$ cat config.mk
export PLATFORM = sky130hd
export DESIGN_NAME = elevator_top
export DESIGN_NICKNAME = d
export VERILOG_FILES = /design/src/design/elevator_pkg.sv /design/src/design/elevator_top.sv /design/src/design/car_control.sv /design/src/design/dispatch.sv /design/src/design/call_register.sv
export SDC_FILE = /design/constraint.sdc
export NUM_CORES = 1
export LEC_CHECK = 0
export ABC_AREA = 0
export BUFFER_PORTS_ARGS = -buffer_cell sky130_fd_sc_hd__buf_2
export CORE_MARGIN = 2
export CORE_UTILIZATION = 25
export CTS_CLUSTER_DIAMETER = 80
export DETAILED_ROUTE_END_ITERATION = 10
export SLEW_MARGIN = 20
export SYNTH_ARGS = -nofsm -noshare
export SYNTH_HDL_FRONTEND = slang
export SYNTH_HIERARCHICAL = 1
export SYNTH_SLANG_ARGS = --single-unit
$ cat constraint.sdc
create_clock -name clk -period 3 [get_ports clk]
set_input_delay 0.6 -clock clk [delete_from_list [all_inputs] [get_ports clk]]
set_output_delay 0.6 -clock clk [all_outputs]
set_load 0.02 [all_outputs]
$ cat src/design/elevator_pkg.sv
// shared constants and types for the elevator controller
// floor and timer types, engine, door and car state enums
package elevator_pkg;

	localparam int floor_count = 8;

	typedef logic [2:0] floor_t;

	// timing in clock cycles
	localparam int travel_cycles     = 4;	// engine drive per floor
	localparam int door_hold_cycles  = 6;	// door fully open
	localparam int door_close_cycles = 2;	// closing phase

	typedef logic [3:0] timer_t;

	typedef enum logic [1:0] {
		engine_idle = 2'd0,
		engine_down = 2'd1,
		engine_up   = 2'd2
	} engine_t;

	typedef enum logic [1:0] {
		door_idle  = 2'd0,
		door_open  = 2'd1,
		door_close = 2'd2
	} door_t;

	typedef enum logic [2:0] {
		st_rest,
		st_travel,
		st_open,
		st_close
	} car_state_t;

endpackage
$ cat src/design/elevator_top.sv
// elevator controller top level
// call register, dispatcher and car FSM wired to the pins
`timescale 1ns/1ps

module elevator_top import elevator_pkg::*; (
	input  logic                   clk,
	input  logic                   reset,
	input  logic                   open_btn,
	input  logic [floor_count-1:0] btn_in,		// in-car buttons
	input  logic [floor_count-1:0] btn_up_out,	// hall up
	input  logic [floor_count-1:0] btn_down_out,	// hall down
	output engine_t                engine,
	output door_t                  door,
	output floor_t                 level_display
);

	logic [floor_count-1:0] pending;
	floor_t                 floor;
	logic                   clear_call;
	logic                   start_move;
	logic                   stop_here;
	logic                   move_up;
	logic                   move_down;

	call_register u_call_register (
		.clk          (clk),
		.reset        (reset),
		.btn_in       (btn_in),
		.btn_up_out   (btn_up_out),
		.btn_down_out (btn_down_out),
		.clear_call   (clear_call),
		.floor        (floor),
		.pending      (pending)
	);

	dispatch u_dispatch (
		.clk        (clk),
		.reset      (reset),
		.pending    (pending),
		.floor      (floor),
		.start_move (start_move),
		.stop_here  (stop_here),
		.move_up    (move_up),
		.move_down  (move_down)
	);

	car_control u_car_control (
		.clk           (clk),
		.reset         (reset),
		.open_btn      (open_btn),
		.stop_here     (stop_here),
		.move_up       (move_up),
		.move_down     (move_down),
		.floor         (floor),
		.clear_call    (clear_call),
		.start_move    (start_move),
		.engine        (engine),
		.door          (door),
		.level_display (level_display)
	);

endmodule

$ cat src/design/car_control.sv
// car FSM with floor counter and shared travel/door timer
// drives engine, door, display and the clear and start pulses
`timescale 1ns/1ps

module car_control import elevator_pkg::*; (
	input  logic    clk,
	input  logic    reset,
	input  logic    open_btn,
	input  logic    stop_here,
	input  logic    move_up,
	input  logic    move_down,
	output floor_t  floor,
	output logic    clear_call,
	output logic    start_move,
	output engine_t engine,
	output door_t   door,
	output floor_t  level_display
);

	car_state_t state;
	timer_t     timer;
	logic       floor_step;
	logic       travel_last;
	logic       hold_done;
	logic       close_done;

	assign floor_step  = (timer == timer_t'(travel_cycles - 2));
	assign travel_last = (timer == timer_t'(travel_cycles - 1));
	assign hold_done   = (timer == timer_t'(door_hold_cycles - 1));
	assign close_done  = (timer == timer_t'(door_close_cycles - 1));

	// door opens on a call here, at rest or at the end of a floor
	assign clear_call = stop_here &&
		((state == st_rest) || (state == st_travel && travel_last));

	assign start_move = (state == st_rest) && !open_btn && (move_up || move_down);

	assign level_display = floor;

	always_ff @(posedge clk or negedge reset) begin
		if (!reset) begin
			state  <= st_rest;
			timer  <= '0;
			floor  <= '0;
			engine <= engine_idle;
			door   <= door_idle;
		end else begin
			case (state)
				st_rest: begin
					timer <= '0;
					if (open_btn || stop_here) begin
						state <= st_open;
						door  <= door_open;
					end else if (move_up) begin
						state  <= st_travel;
						engine <= engine_up;
					end else if (move_down) begin
						state  <= st_travel;
						engine <= engine_down;
					end
				end

				st_travel: begin
					if (travel_last) begin
						timer <= '0;
						if (stop_here) begin
							state  <= st_open;	// arrived at a call
							engine <= engine_idle;
							door   <= door_open;
						end
					end else begin
						timer <= timer + 1'b1;
						if (floor_step) begin
							if (engine == engine_up)
								floor <= floor + 1'b1;
							else
								floor <= floor - 1'b1;
						end
					end
				end

				st_open: begin
					if (hold_done) begin
						state <= st_close;
						door  <= door_close;
						timer <= '0;
					end else begin
						timer <= timer + 1'b1;
					end
				end

				st_close: begin
					if (open_btn) begin
						state <= st_open;	// reopen, hold starts over
						door  <= door_open;
						timer <= '0;
					end else if (close_done) begin
						state <= st_rest;
						door  <= door_idle;
						timer <= '0;
					end else begin
						timer <= timer + 1'b1;
					end
				end

				default: begin
					state  <= st_rest;
					timer  <= '0;
					engine <= engine_idle;
					door   <= door_idle;
				end
			endcase
		end
	end

	a_door_engine: assert property (@(posedge clk) disable iff (!reset)
		(door != door_idle) |-> (engine == engine_idle))
		else $error("engine running with door active");

	// floor moves by one with the engine and never wraps
	a_floor_range: assert property (@(posedge clk) disable iff (!reset)
		$changed(floor) |->
			(($past(engine) == engine_up) ?
				($past(floor) != floor_t'(floor_count - 1)) :
				($past(floor) != '0)))
		else $error("floor left its range");

endmodule

$ cat src/design/dispatch.sv
// direction keeping dispatcher for collective scheduling
// stop, up or down decision from pending calls and current floor
`timescale 1ns/1ps

module dispatch import elevator_pkg::*; (
	input  logic                   clk,
	input  logic                   reset,
	input  logic [floor_count-1:0] pending,
	input  floor_t                 floor,
	input  logic                   start_move,
	output logic                   stop_here,
	output logic                   move_up,
	output logic                   move_down
);

	logic dir_up;		// 1 up, 0 down
	logic calls_above;
	logic calls_below;

	always_comb begin
		calls_above = 1'b0;
		calls_below = 1'b0;
		for (int i = 0; i < floor_count; i++) begin
			if (i > int'(floor))
				calls_above = calls_above | pending[i];
			if (i < int'(floor))
				calls_below = calls_below | pending[i];
		end
	end

	assign stop_here = pending[floor];

	always_comb begin
		move_up   = 1'b0;
		move_down = 1'b0;
		if (!stop_here) begin
			if (dir_up) begin
				if (calls_above)
					move_up = 1'b1;		// keep going up
				else if (calls_below)
					move_down = 1'b1;	// reverse
			end else begin
				if (calls_below)
					move_down = 1'b1;
				else if (calls_above)
					move_up = 1'b1;
			end
		end
	end

	always_ff @(posedge clk or negedge reset) begin
		if (!reset) begin
			dir_up <= 1'b1;
		end else if (start_move) begin
			dir_up <= move_up;	// remember the chosen way
		end
	end

	a_one_direction: assert property (@(posedge clk) disable iff (!reset)
		!(move_up && move_down))
		else $error("dispatch asks for both directions");

endmodule

$ cat src/design/call_register.sv
// call register for in-car and hall buttons
// latches presses, masks missing hall buttons, clears served floor
`timescale 1ns/1ps

module call_register import elevator_pkg::*; (
	input  logic                   clk,
	input  logic                   reset,
	input  logic [floor_count-1:0] btn_in,
	input  logic [floor_count-1:0] btn_up_out,
	input  logic [floor_count-1:0] btn_down_out,
	input  logic                   clear_call,
	input  floor_t                 floor,
	output logic [floor_count-1:0] pending
);

	logic [floor_count-1:0] call_in;
	logic [floor_count-1:0] call_up;
	logic [floor_count-1:0] call_down;
	logic [floor_count-1:0] up_valid;
	logic [floor_count-1:0] down_valid;
	logic [floor_count-1:0] clear_vec;
	logic [floor_count-1:0] press_any;

	assign up_valid   = {1'b0, {(floor_count-1){1'b1}}};	// no up button on top floor
	assign down_valid = {{(floor_count-1){1'b1}}, 1'b0};	// no down button on ground

	assign clear_vec = clear_call ? (floor_count'(1) << floor) : '0;

	assign press_any = btn_in | (btn_up_out & up_valid) | (btn_down_out & down_valid);

	always_ff @(posedge clk or negedge reset) begin
		if (!reset) begin
			call_in   <= '0;
			call_up   <= '0;
			call_down <= '0;
		end else begin
			// clear beats a press at the same floor
			call_in   <= (call_in | btn_in) & ~clear_vec;
			call_up   <= (call_up | (btn_up_out & up_valid)) & ~clear_vec;
			call_down <= (call_down | (btn_down_out & down_valid)) & ~clear_vec;
		end
	end

	assign pending = call_in | call_up | call_down;

	// served floor drops out of pending on the following cycle
	a_clear_served: assert property (@(posedge clk) disable iff (!reset)
		clear_call |=> (!pending[$past(floor)] || press_any[$past(floor)]))
		else $error("call at served floor still pending after clear");

endmodule

==> reports/metrics.yaml, run 1 <==
critPathKind: "reg2reg"
track_usage: 0.100
root_buffer: "clkbuf_8"
ys_top_cells_by_area: "dfrtp_1 (45%), nor2_1 (6.4%), o21a_1 (4.0%)"
syn-cell-area_sq_um: 2040
htreeDepth: 2
cp.depth: 10
wire_per_inst_um: 12.3
synth_seq_cells: 38
rows: 32
ys_types: 59
hold_path_class: "in2async"
setup_viol: 0
design.core.area_sq_um: 7810
first_pass_iters: 4
die_y_um: 94.3
slowest_stage: "mux4_2"
die_area_sq_um: 8900
layout-drive-gt1-share: 0.289
synth_edf_count: 0
fp.dieW_um: 94.3
startpoint_type: "flop"
hold_viol_final: 0
clk_latency_ps: 290
r2r_setup_slack_ps: 270
drtIter0Drc: 91
slew_headroom: 0.430
cp_data_arrival_time_ps: 2910
drc: 0
finalMaxSlewViolations: 0
r2r_end: "u_car_control/engine[0]"
syn_area_per_cell_sq_um: 10.7
start_util: 0.261
tritoncts: "built"
reg2reg_from: "u_call_register/call_up[3]"
drtAntennaViolNets: 0
critPathMaxStageDelay_ps: 480
nNetsFinal: 258
antenna_found_initial: 0
vias_per_cell: 4.52
clkSinkCount: 38
synth_most_common_cell: "dfrtp_1"
syn_inst: 191
power_mw: 1.48
clock_path_buffers: 2
critPathRequiredTime_ps: 3180
post-dp-hpwl_mm: 2.96
worstPathMaxFanout: 8
grt_max_degree: 39
rsz0062_at_grt: "no"
vias: 1491
finalCritPeriodShare: 0.910
skew_ps: 6.57
synthFlopType: "dfrtp_1"
synth_top_area_share: 0.454
pre_cts_slack_ps: 208
synthArstFlopShare: 1.00
synth_top_area_cell: "dfrtp_1"
fmax_ghz: 0.366
port_buffers: 31
ys_warn_count: 6
tightest_slew_ps: 854
endpoint_kind: "flop"
ctsHoldBuffers: 0
critPathBufInv: 0
grt_remaining_overflow: 0
area_delta_synth_final_pct: 17.9
synth_common_cells: "dfrtp_1 (37), nor2_1 (35), o21a_1 (11)"
grt_pass1_vias: 1458
path_clk_slew_ps: 70
ioPinCount: 34
leakage_nw: 0.963
period_needed_ps: 2730
fill_cells: 828
drt-total-wl_mm: 4.07
pwr_density_cell_nw_per_um2: 617
gp_congestion: 0.804
cts_buffers: 5
antenna_cells: 0
seq_area_frac_synth: 0.467
rr_worst_depth: 10
max_cap_violations: 0
grt_pass1_wl_mm: 6.88
cpLargestDelayFamily: "simple AND/OR/NAND/NOR gates"
worstPathCellList: "or3_1 -> mux4_2 -> nor2b_1 -> nor3_2 -> nand2b_4 -> nor2_2 -> nor2_1 -> nor4b_4 -> a41oi_2 -> a22o_1"
finalWorstSetupSlack_ps: 270
synth_nets: 222
status: "finished clean"
ir_drop_v: 0.000195
fin_tns_setup_ps: 0
through the flow:
stage | hold WS (ps) | util | std cells | cell area (sq um)
after floorplan | 304 | - | 191 | 2040
after global placement | 455 | 0.296 | 322 | 2310
after detailed placement | 460 | 0.296 | 322 | 2310
after CTS | 454 | 0.308 | 330 | 2400
after global routing | 489 | 0.308 | 330 | 2400
final | 409 | 0.308 | 330 | 2400
sequential cells by signal, summed over array words and instances (netlist names):
signal and cells:
u_car_control/engine 2, u_car_control/timer 4, u_car_control/floor 3, u_call_register/call_up 8, u_car_control/state 2, u_call_register/call_down 8
u_call_register/call_in 8, u_car_control/door 2, u_dispatch/dir_up 1
report_power, final:
group,total (mW),switching (mW),internal [mW]
clock network,0.359,0.174,0.185
logic,0.457,0.258,0.199
registers,0.668,0.0955,0.573
total,1.48,0.527,0.957
worst reg2reg max path: stages (launching register included):
cell and delay (ps):
dfrtp_1 380, or3_1 460, mux4_2 480, nor2b_1 150, nor3_2 120, nand2b_4 180
nor2_2 150, nor2_1 110, nor4b_4 280, a41oi_2 70, a22o_1 220
how the worst max path moves through the flow:
| stage | startpoint | slack, ps | endpoint |
|---|---|---|---|
| after floorplan | u_call_register/call_up[3] | 460 | u_car_control/engine[1] |
| after global placement | u_call_register/call_up[5] | 230 | u_car_control/engine[0] |
| after detailed placement | u_call_register/call_up[3] | 210 | u_car_control/engine[0] |
| after CTS | u_call_register/call_up[3] | 180 | u_car_control/engine[0] |
| after global routing | u_call_register/call_up[3] | 80 | u_car_control/engine[1] |
| final | u_call_register/call_up[3] | 270 | u_car_control/engine[0] |
cell families after synthesis:
kind of cell,synth area share
AOI/OAI and AO/OA,0.167
xor gates and xnor gates,0.0258
adders and majority gates,0.0282
buffers and inverters,0.0331
DFF,0.467
muxes,0.0215
and+or+nand+nor,0.257
layout make-up:
| class | count | area (sq um) | area share |
|---|---|---|---|
| timing repair buffer | 36 | 193 | 0.0801 |
| sequential | 38 | 952 | 0.396 |
| clock inverter | 1 | 5.00 | 0.00208 |
| tap | 102 | 128 | 0.0531 |
| multi-input combinational | 141 | 1020 | 0.425 |
| clock buffer | 7 | 86.3 | 0.0359 |
| inverter | 5 | 18.8 | 0.00780 |
what timing repair did:
item,CTS,global route
endpoints found under the setup margin,0,2
gates resized for setup,0,1
setup buffers,0,0
layer usage:
metal,vias up,GRT usage,routed length [um]
li1,752,-,-
met1,708,0.129,1980
met2,26,0.154,1800
met3,5,0.0313,210
met4,0,0.0471,76
met5,-,0,0
placed cells by master (no fill, tap or decap), drive strengths merged, types with 2 or more instances in the layout:
cell     n
and4bb   3
xnor2    3
nand2b   7
o21a    11
nand4b   4
xor2     3
dfrtp   37
a41oi    2
buf     36
nor2    37
a211oi   2
o21ai    7
nor3     5
inv      5
a22o     2
a21oi    7
clkbuf   7
or3      8
a31oi    2
nand2    6
nor4b    2
nor2b    6
ha       3
Power figures use the tool's default switching activity.
==> run 2, diff against run 1 <==
clock period = 3.35 ns   (was 3 ns; I/O delays follow)
==> run 2 against run 1 <==
  * Sequential power shrank 10%
  * Non-clock buffer count shrank 1
  * Setup slack gained 310 ps
  * Total power shrank 10%
==> reports/metrics.yaml, run 2 (synthesis gave the netlist of run 1 again) <==
layout_commonest_cell: "dfrtp_1"
root_buffer: "clkbuf_8"
p_int_mw: 0.853
worstPathMaxFanout: 8
fp.dieW_um: 94.3
gp_congestion: 0.800
post-dp-hpwl_mm: 2.98
port_buffers: 31
design.core.area_sq_um: 7810
vias_per_cell: 4.56
max_cap_violations: 0
crit_path_frequent_cell: "nor2_1"
endpoint_kind: "flop"
fin_tns_setup_ps: 0
power_mw: 1.33
antenna_cells: 0
critPathKind: "reg2reg"
cts_resized: 0
drtAntennaViolNets: 0
tritoncts: "built"
seq_power_share: 0.450
fin_util: 0.307
vias: 1499
post-cts-setup-buffers: 0
switching_share: 0.360
drc: 0
wire_per_inst_um: 12.3
rows: 32
fill_cells: 815
cp_data_arrival_time_ps: 2950
skew_ps: 3.60
status: "finished clean"
hold_path_class: "reg2reg"
pwr_density_cell_nw_per_um2: 556
ir_drop_v: 0.000151
critPathRequiredTime_ps: 3530
start_util: 0.261
slowest_stage: "mux4_2"
layout-drive-gt1-share: 0.286
drt-total-wl_mm: 4.05
first_pass_iters: 4
period_needed_ps: 2770
holdWs_ps: 473
combPwrFrac: 0.301
clockPowerShare: 0.248
slew_headroom: 0.427
leakage_nw: 0.957
grt_pass1_vias: 1442
reg_top3: "u_call_register/call_down x8, u_call_register/call_in x8, u_call_register/call_up x8"
grt_max_degree: 39
path_clk_slew_ps: 80
die_area_sq_um: 8900
die_y_um: 94.3
tightest_slew_ps: 859
antenna_found_initial: 0
grt_pass1_wl_mm: 7.05
grt_remaining_overflow: 0
finalCritPeriodShare: 0.826
startpoint_type: "flop"
finalWorstSetupSlack_ps: 582
setup_viol: 0
p_sw_mw: 0.480
ioPinCount: 34
pre_cts_slack_ps: 577
clock_path_buffers: 2
htreeDepth: 2
fmax_ghz: 0.361
nNetsFinal: 257
clkSinkCount: 38
track_usage: 0.103
critPathMaxStageDelay_ps: 480
finalMaxSlewViolations: 0
drtIter0Drc: 83
clk_latency_ps: 290
area_delta_synth_final_pct: 17.6
worstPathCellList: "or3_1 -> mux4_2 -> nor2b_1 -> nor3_2 -> nand2b_4 -> nor2_1 -> nor2_1 -> nor4b_4 -> a41oi_2 -> a22o_1"
hold_viol_final: 0
cts_buffers: 5
rsz0062_at_grt: "no"
final_cell_mix: "dfrtp_1 (37), nor2_1 (35), buf_2 (31)"
ctsHoldBuffers: 0
==> run 2: cell count changes in the layout (fill, tap and decap cells not counted), sizes merged <==
cell | before | now
buf | 36 | 35
clkbuf | 7 | 6
clkinvlp | 0 | 1
==> run 2: worst max-delay path, delay by kind of cell, from the launching register on <==
kind	cells	cell delay, ps
AO/OA/AOI/OAI	2	290
AND/OR/NAND/NOR	7	1510
flip-flops	1	380
multiplexers	1	480
==> run 2: cell type report <==
cell class,instances,area [sq um],area share
clock buffers,6,82.6,0.0344
clock inverters,2,12.5,0.00522
inverters,5,18.8,0.00782
multi-input cells,141,1020,0.425
flip-flops and latches,38,952,0.397
well taps,102,128,0.0532
repair buffers,35,185,0.0772
==> run 2: per-stage QoR <==
step           area (sq um)  cells
6_report               2400    329
5_1_grt                2400    329
4_1_cts                2400    329
3_5_place_dp           2300    321
3_3_place_gp           2300    321
2_1_floorplan          2040    191
==> run 2: power groups by stage <==
stage | combinational, mW | sequential [mW] | clock, mW
after detailed placement | 0.407 | 0.611 | 0
after global routing | 0.459 | 0.615 | 0.364
after floorplan | 0.325 | 0.592 | 0
final | 0.402 | 0.600 | 0.331
after CTS | 0.409 | 0.601 | 0.348
after global placement | 0.399 | 0.609 | 0
==> run 2: routing by layer <==
layer | vias to the layer above | track usage | share of wire
met1 | 722 | 0.137 | 0.49
met4 | 0 | 0.0471 | 0.023
met3 | 5 | 0.0321 | 0.051
met5 | - | 0 | 0
met2 | 25 | 0.151 | 0.43
li1 | 747 | - | -
==> run 2: worst paths after layout <==
check | from | endpoint | slack, ps | depth (start not counted)
setup / recovery | u_call_register/call_up[3] | u_car_control/engine[1] | 580 | 10
hold / removal | u_call_register/call_down[5] | u_call_register/call_down[5] | 470 | 1
setup reg to reg | u_call_register/call_up[3] | u_car_control/engine[1] | 580 | 10
hold reg to reg | u_call_register/call_down[5] | u_call_register/call_down[5] | 470 | 1
max in group asynchronous | reset | u_call_register/call_down[5] | 2320 | 1
min in group asynchronous | reset | u_car_control/door[0] | 480 | 1
==> run 3, diff against run 2 <==
clock period = 2.8 ns   (was 3.35 ns; I/O delays follow)
==> run 3 against run 2 <==
  * Clock skew increased by 3.0 ps
  * Clock power is 20% higher
  * Critical path type unchanged
  * Largest cell class unchanged
  * Combinational power grew 22%
  * Worst hold slack lost 120 ps
  * Utilization grew 0.56 points
  * Total power grew 21%
  * Critical path depth is 1 lower
  * First-iteration DRC count fell by 18%
==> reports/metrics.yaml, run 3 (synthesis gave the netlist of run 1 again) <==
max_cap_violations: 0
cp_data_arrival_time_ps: 2820
slew_headroom: 0.448
reg2reg_from: "u_call_register/call_up[4]"
cp.depth: 9
skew_ps: 6.56
pre_cts_slack_ps: 161
clock_path_buffers: 2
finalCritPeriodShare: 0.940
dp_cells: 325
layout_commonest_cell: "dfrtp_1"
period_needed_ps: 2630
pwr_density_cell_nw_per_um2: 659
post-cts-setup-buffers: 0
finalMaxSlewViolations: 0
regArea_sq_um: 952
layout-drive-gt1-share: 0.312
hold_viol_final: 0
finalWorstSetupSlack_ps: 168
clkSinkCount: 38
antenna_found_initial: 0
tightest_slew_ps: 828
setup_viol: 0
power_mw: 1.61
ctsHoldBuffers: 0
grt_pass1_vias: 1549
reg_top3: "u_call_register/call_down x8, u_call_register/call_in x8, u_call_register/call_up x8"
vias_per_cell: 4.55
antenna_cells: 0
gr-max-usage-layer: "met2"
fin_tns_setup_ps: 0
drtIter0Drc: 68
grt_pass1_wl_mm: 7.18
root_buffer: "clkbuf_8"
drtAntennaViolNets: 0
rsz0062_at_grt: "no"
area_delta_synth_final_pct: 19.8
worstPathMaxFanout: 4
status: "finished clean"
use_met3: 0.0353
use_met2: 0.165
design.core.area_sq_um: 7810
drc: 0
fp.dieW_um: 94.3
htreeDepth: 2
startpoint_type: "flop"
multi_input_area_sq_um: 1030
start_util: 0.261
grt_remaining_overflow: 0
cts_resized: 0
critPathMaxStageDelay_ps: 570
fill_cells: 823
ir_drop_v: 0.000230
post-dp-hpwl_mm: 3.07
track_usage: 0.104
critPathKind: "reg2reg"
final_cell_mix: "dfrtp_1 (37), nor2_1 (34), buf_2 (31)"
die_area_sq_um: 8900
die_y_um: 94.3
met1_usage: 0.131
critPathRequiredTime_ps: 2990
rows: 32
leakage_nw: 0.980
cp-startpoint: "u_call_register/call_up[4]"
gp_congestion: 0.732
fin_util: 0.313
path_clk_slew_ps: 80
fin_cells: 333
slowest_stage: "or4_1"
nNetsFinal: 261
rr_worst_depth: 9
critPathBufInv: 0
worstPathCellList: "or3_1 -> or4_1 -> a21oi_2 -> o22ai_2 -> a211oi_2 -> nor2_2 -> nor4b_4 -> a41oi_2 -> a22o_1"
cpLargestDelayFamily: "simple AND/OR/NAND/NOR gates"
grt_max_degree: 39
drt-total-wl_mm: 4.14
vias: 1516
tritoncts: "built"
port_buffers: 31
wire_per_inst_um: 12.4
cts_buffers: 5
first_pass_iters: 4
clk_latency_ps: 300
ioPinCount: 34
hold_path_class: "in2async"
fmax_ghz: 0.380
endpoint_kind: "flop"
-- run 3: final timing paths --
check,end,slack (ps)
max reg2reg,u_car_control/engine[1],170
min reg2reg,u_call_register/call_in[6],470
min,u_car_control/door[1],350
min in group clk,u_call_register/call_up[6],470
max in group asynchronous,u_call_register/call_in[5],1920
max,u_car_control/engine[1],170
-- run 3: power breakdown --
| group | switching [mW] | internal, mW | total, mW | leakage [nW] |
|---|---|---|---|---|
| logic | 0.269 | 0.221 | 0.489 | 0.536 |
| clock network | 0.198 | 0.198 | 0.396 | 0.0472 |
| registers | 0.111 | 0.613 | 0.724 | 0.397 |
-- run 3: metal layers --
metal | up-vias | routed length (um)
met1 | 725 | 1940
li1 | 760 | -
met5 | - | 0
met2 | 24 | 1880
met3 | 7 | 226
met4 | 0 | 81
-- run 3: worst reg2reg max path, stage by stage, from the launching register on --
cell      delay, ps
dfrtp_1         380
or3_1           450
or4_1           570
a21oi_2         140
o22ai_2         110
a211oi_2        270
nor2_2           90
nor4b_4         250
a41oi_2          70
a22o_1          200
-- run 3: area by class of cell --
| class | instances | area share |
|---|---|---|
| Inverter | 5 | 0.00768 |
| Tap cell | 102 | 0.0523 |
| Timing Repair Buffer | 39 | 0.0881 |
| Sequential cell | 38 | 0.390 |
| Clock inverter | 2 | 0.00512 |
| Clock buffer | 6 | 0.0338 |
| Multi-Input combinational cell | 141 | 0.423 |
-- run 3: metrics by stage --
stage | hold slack (ps) | area, sq um
detailed placement | 462 | 2330
global route | 443 | 2440
global placement | 453 | 2330
floorplan | 264 | 2040
finish | 349 | 2440
CTS | 409 | 2430
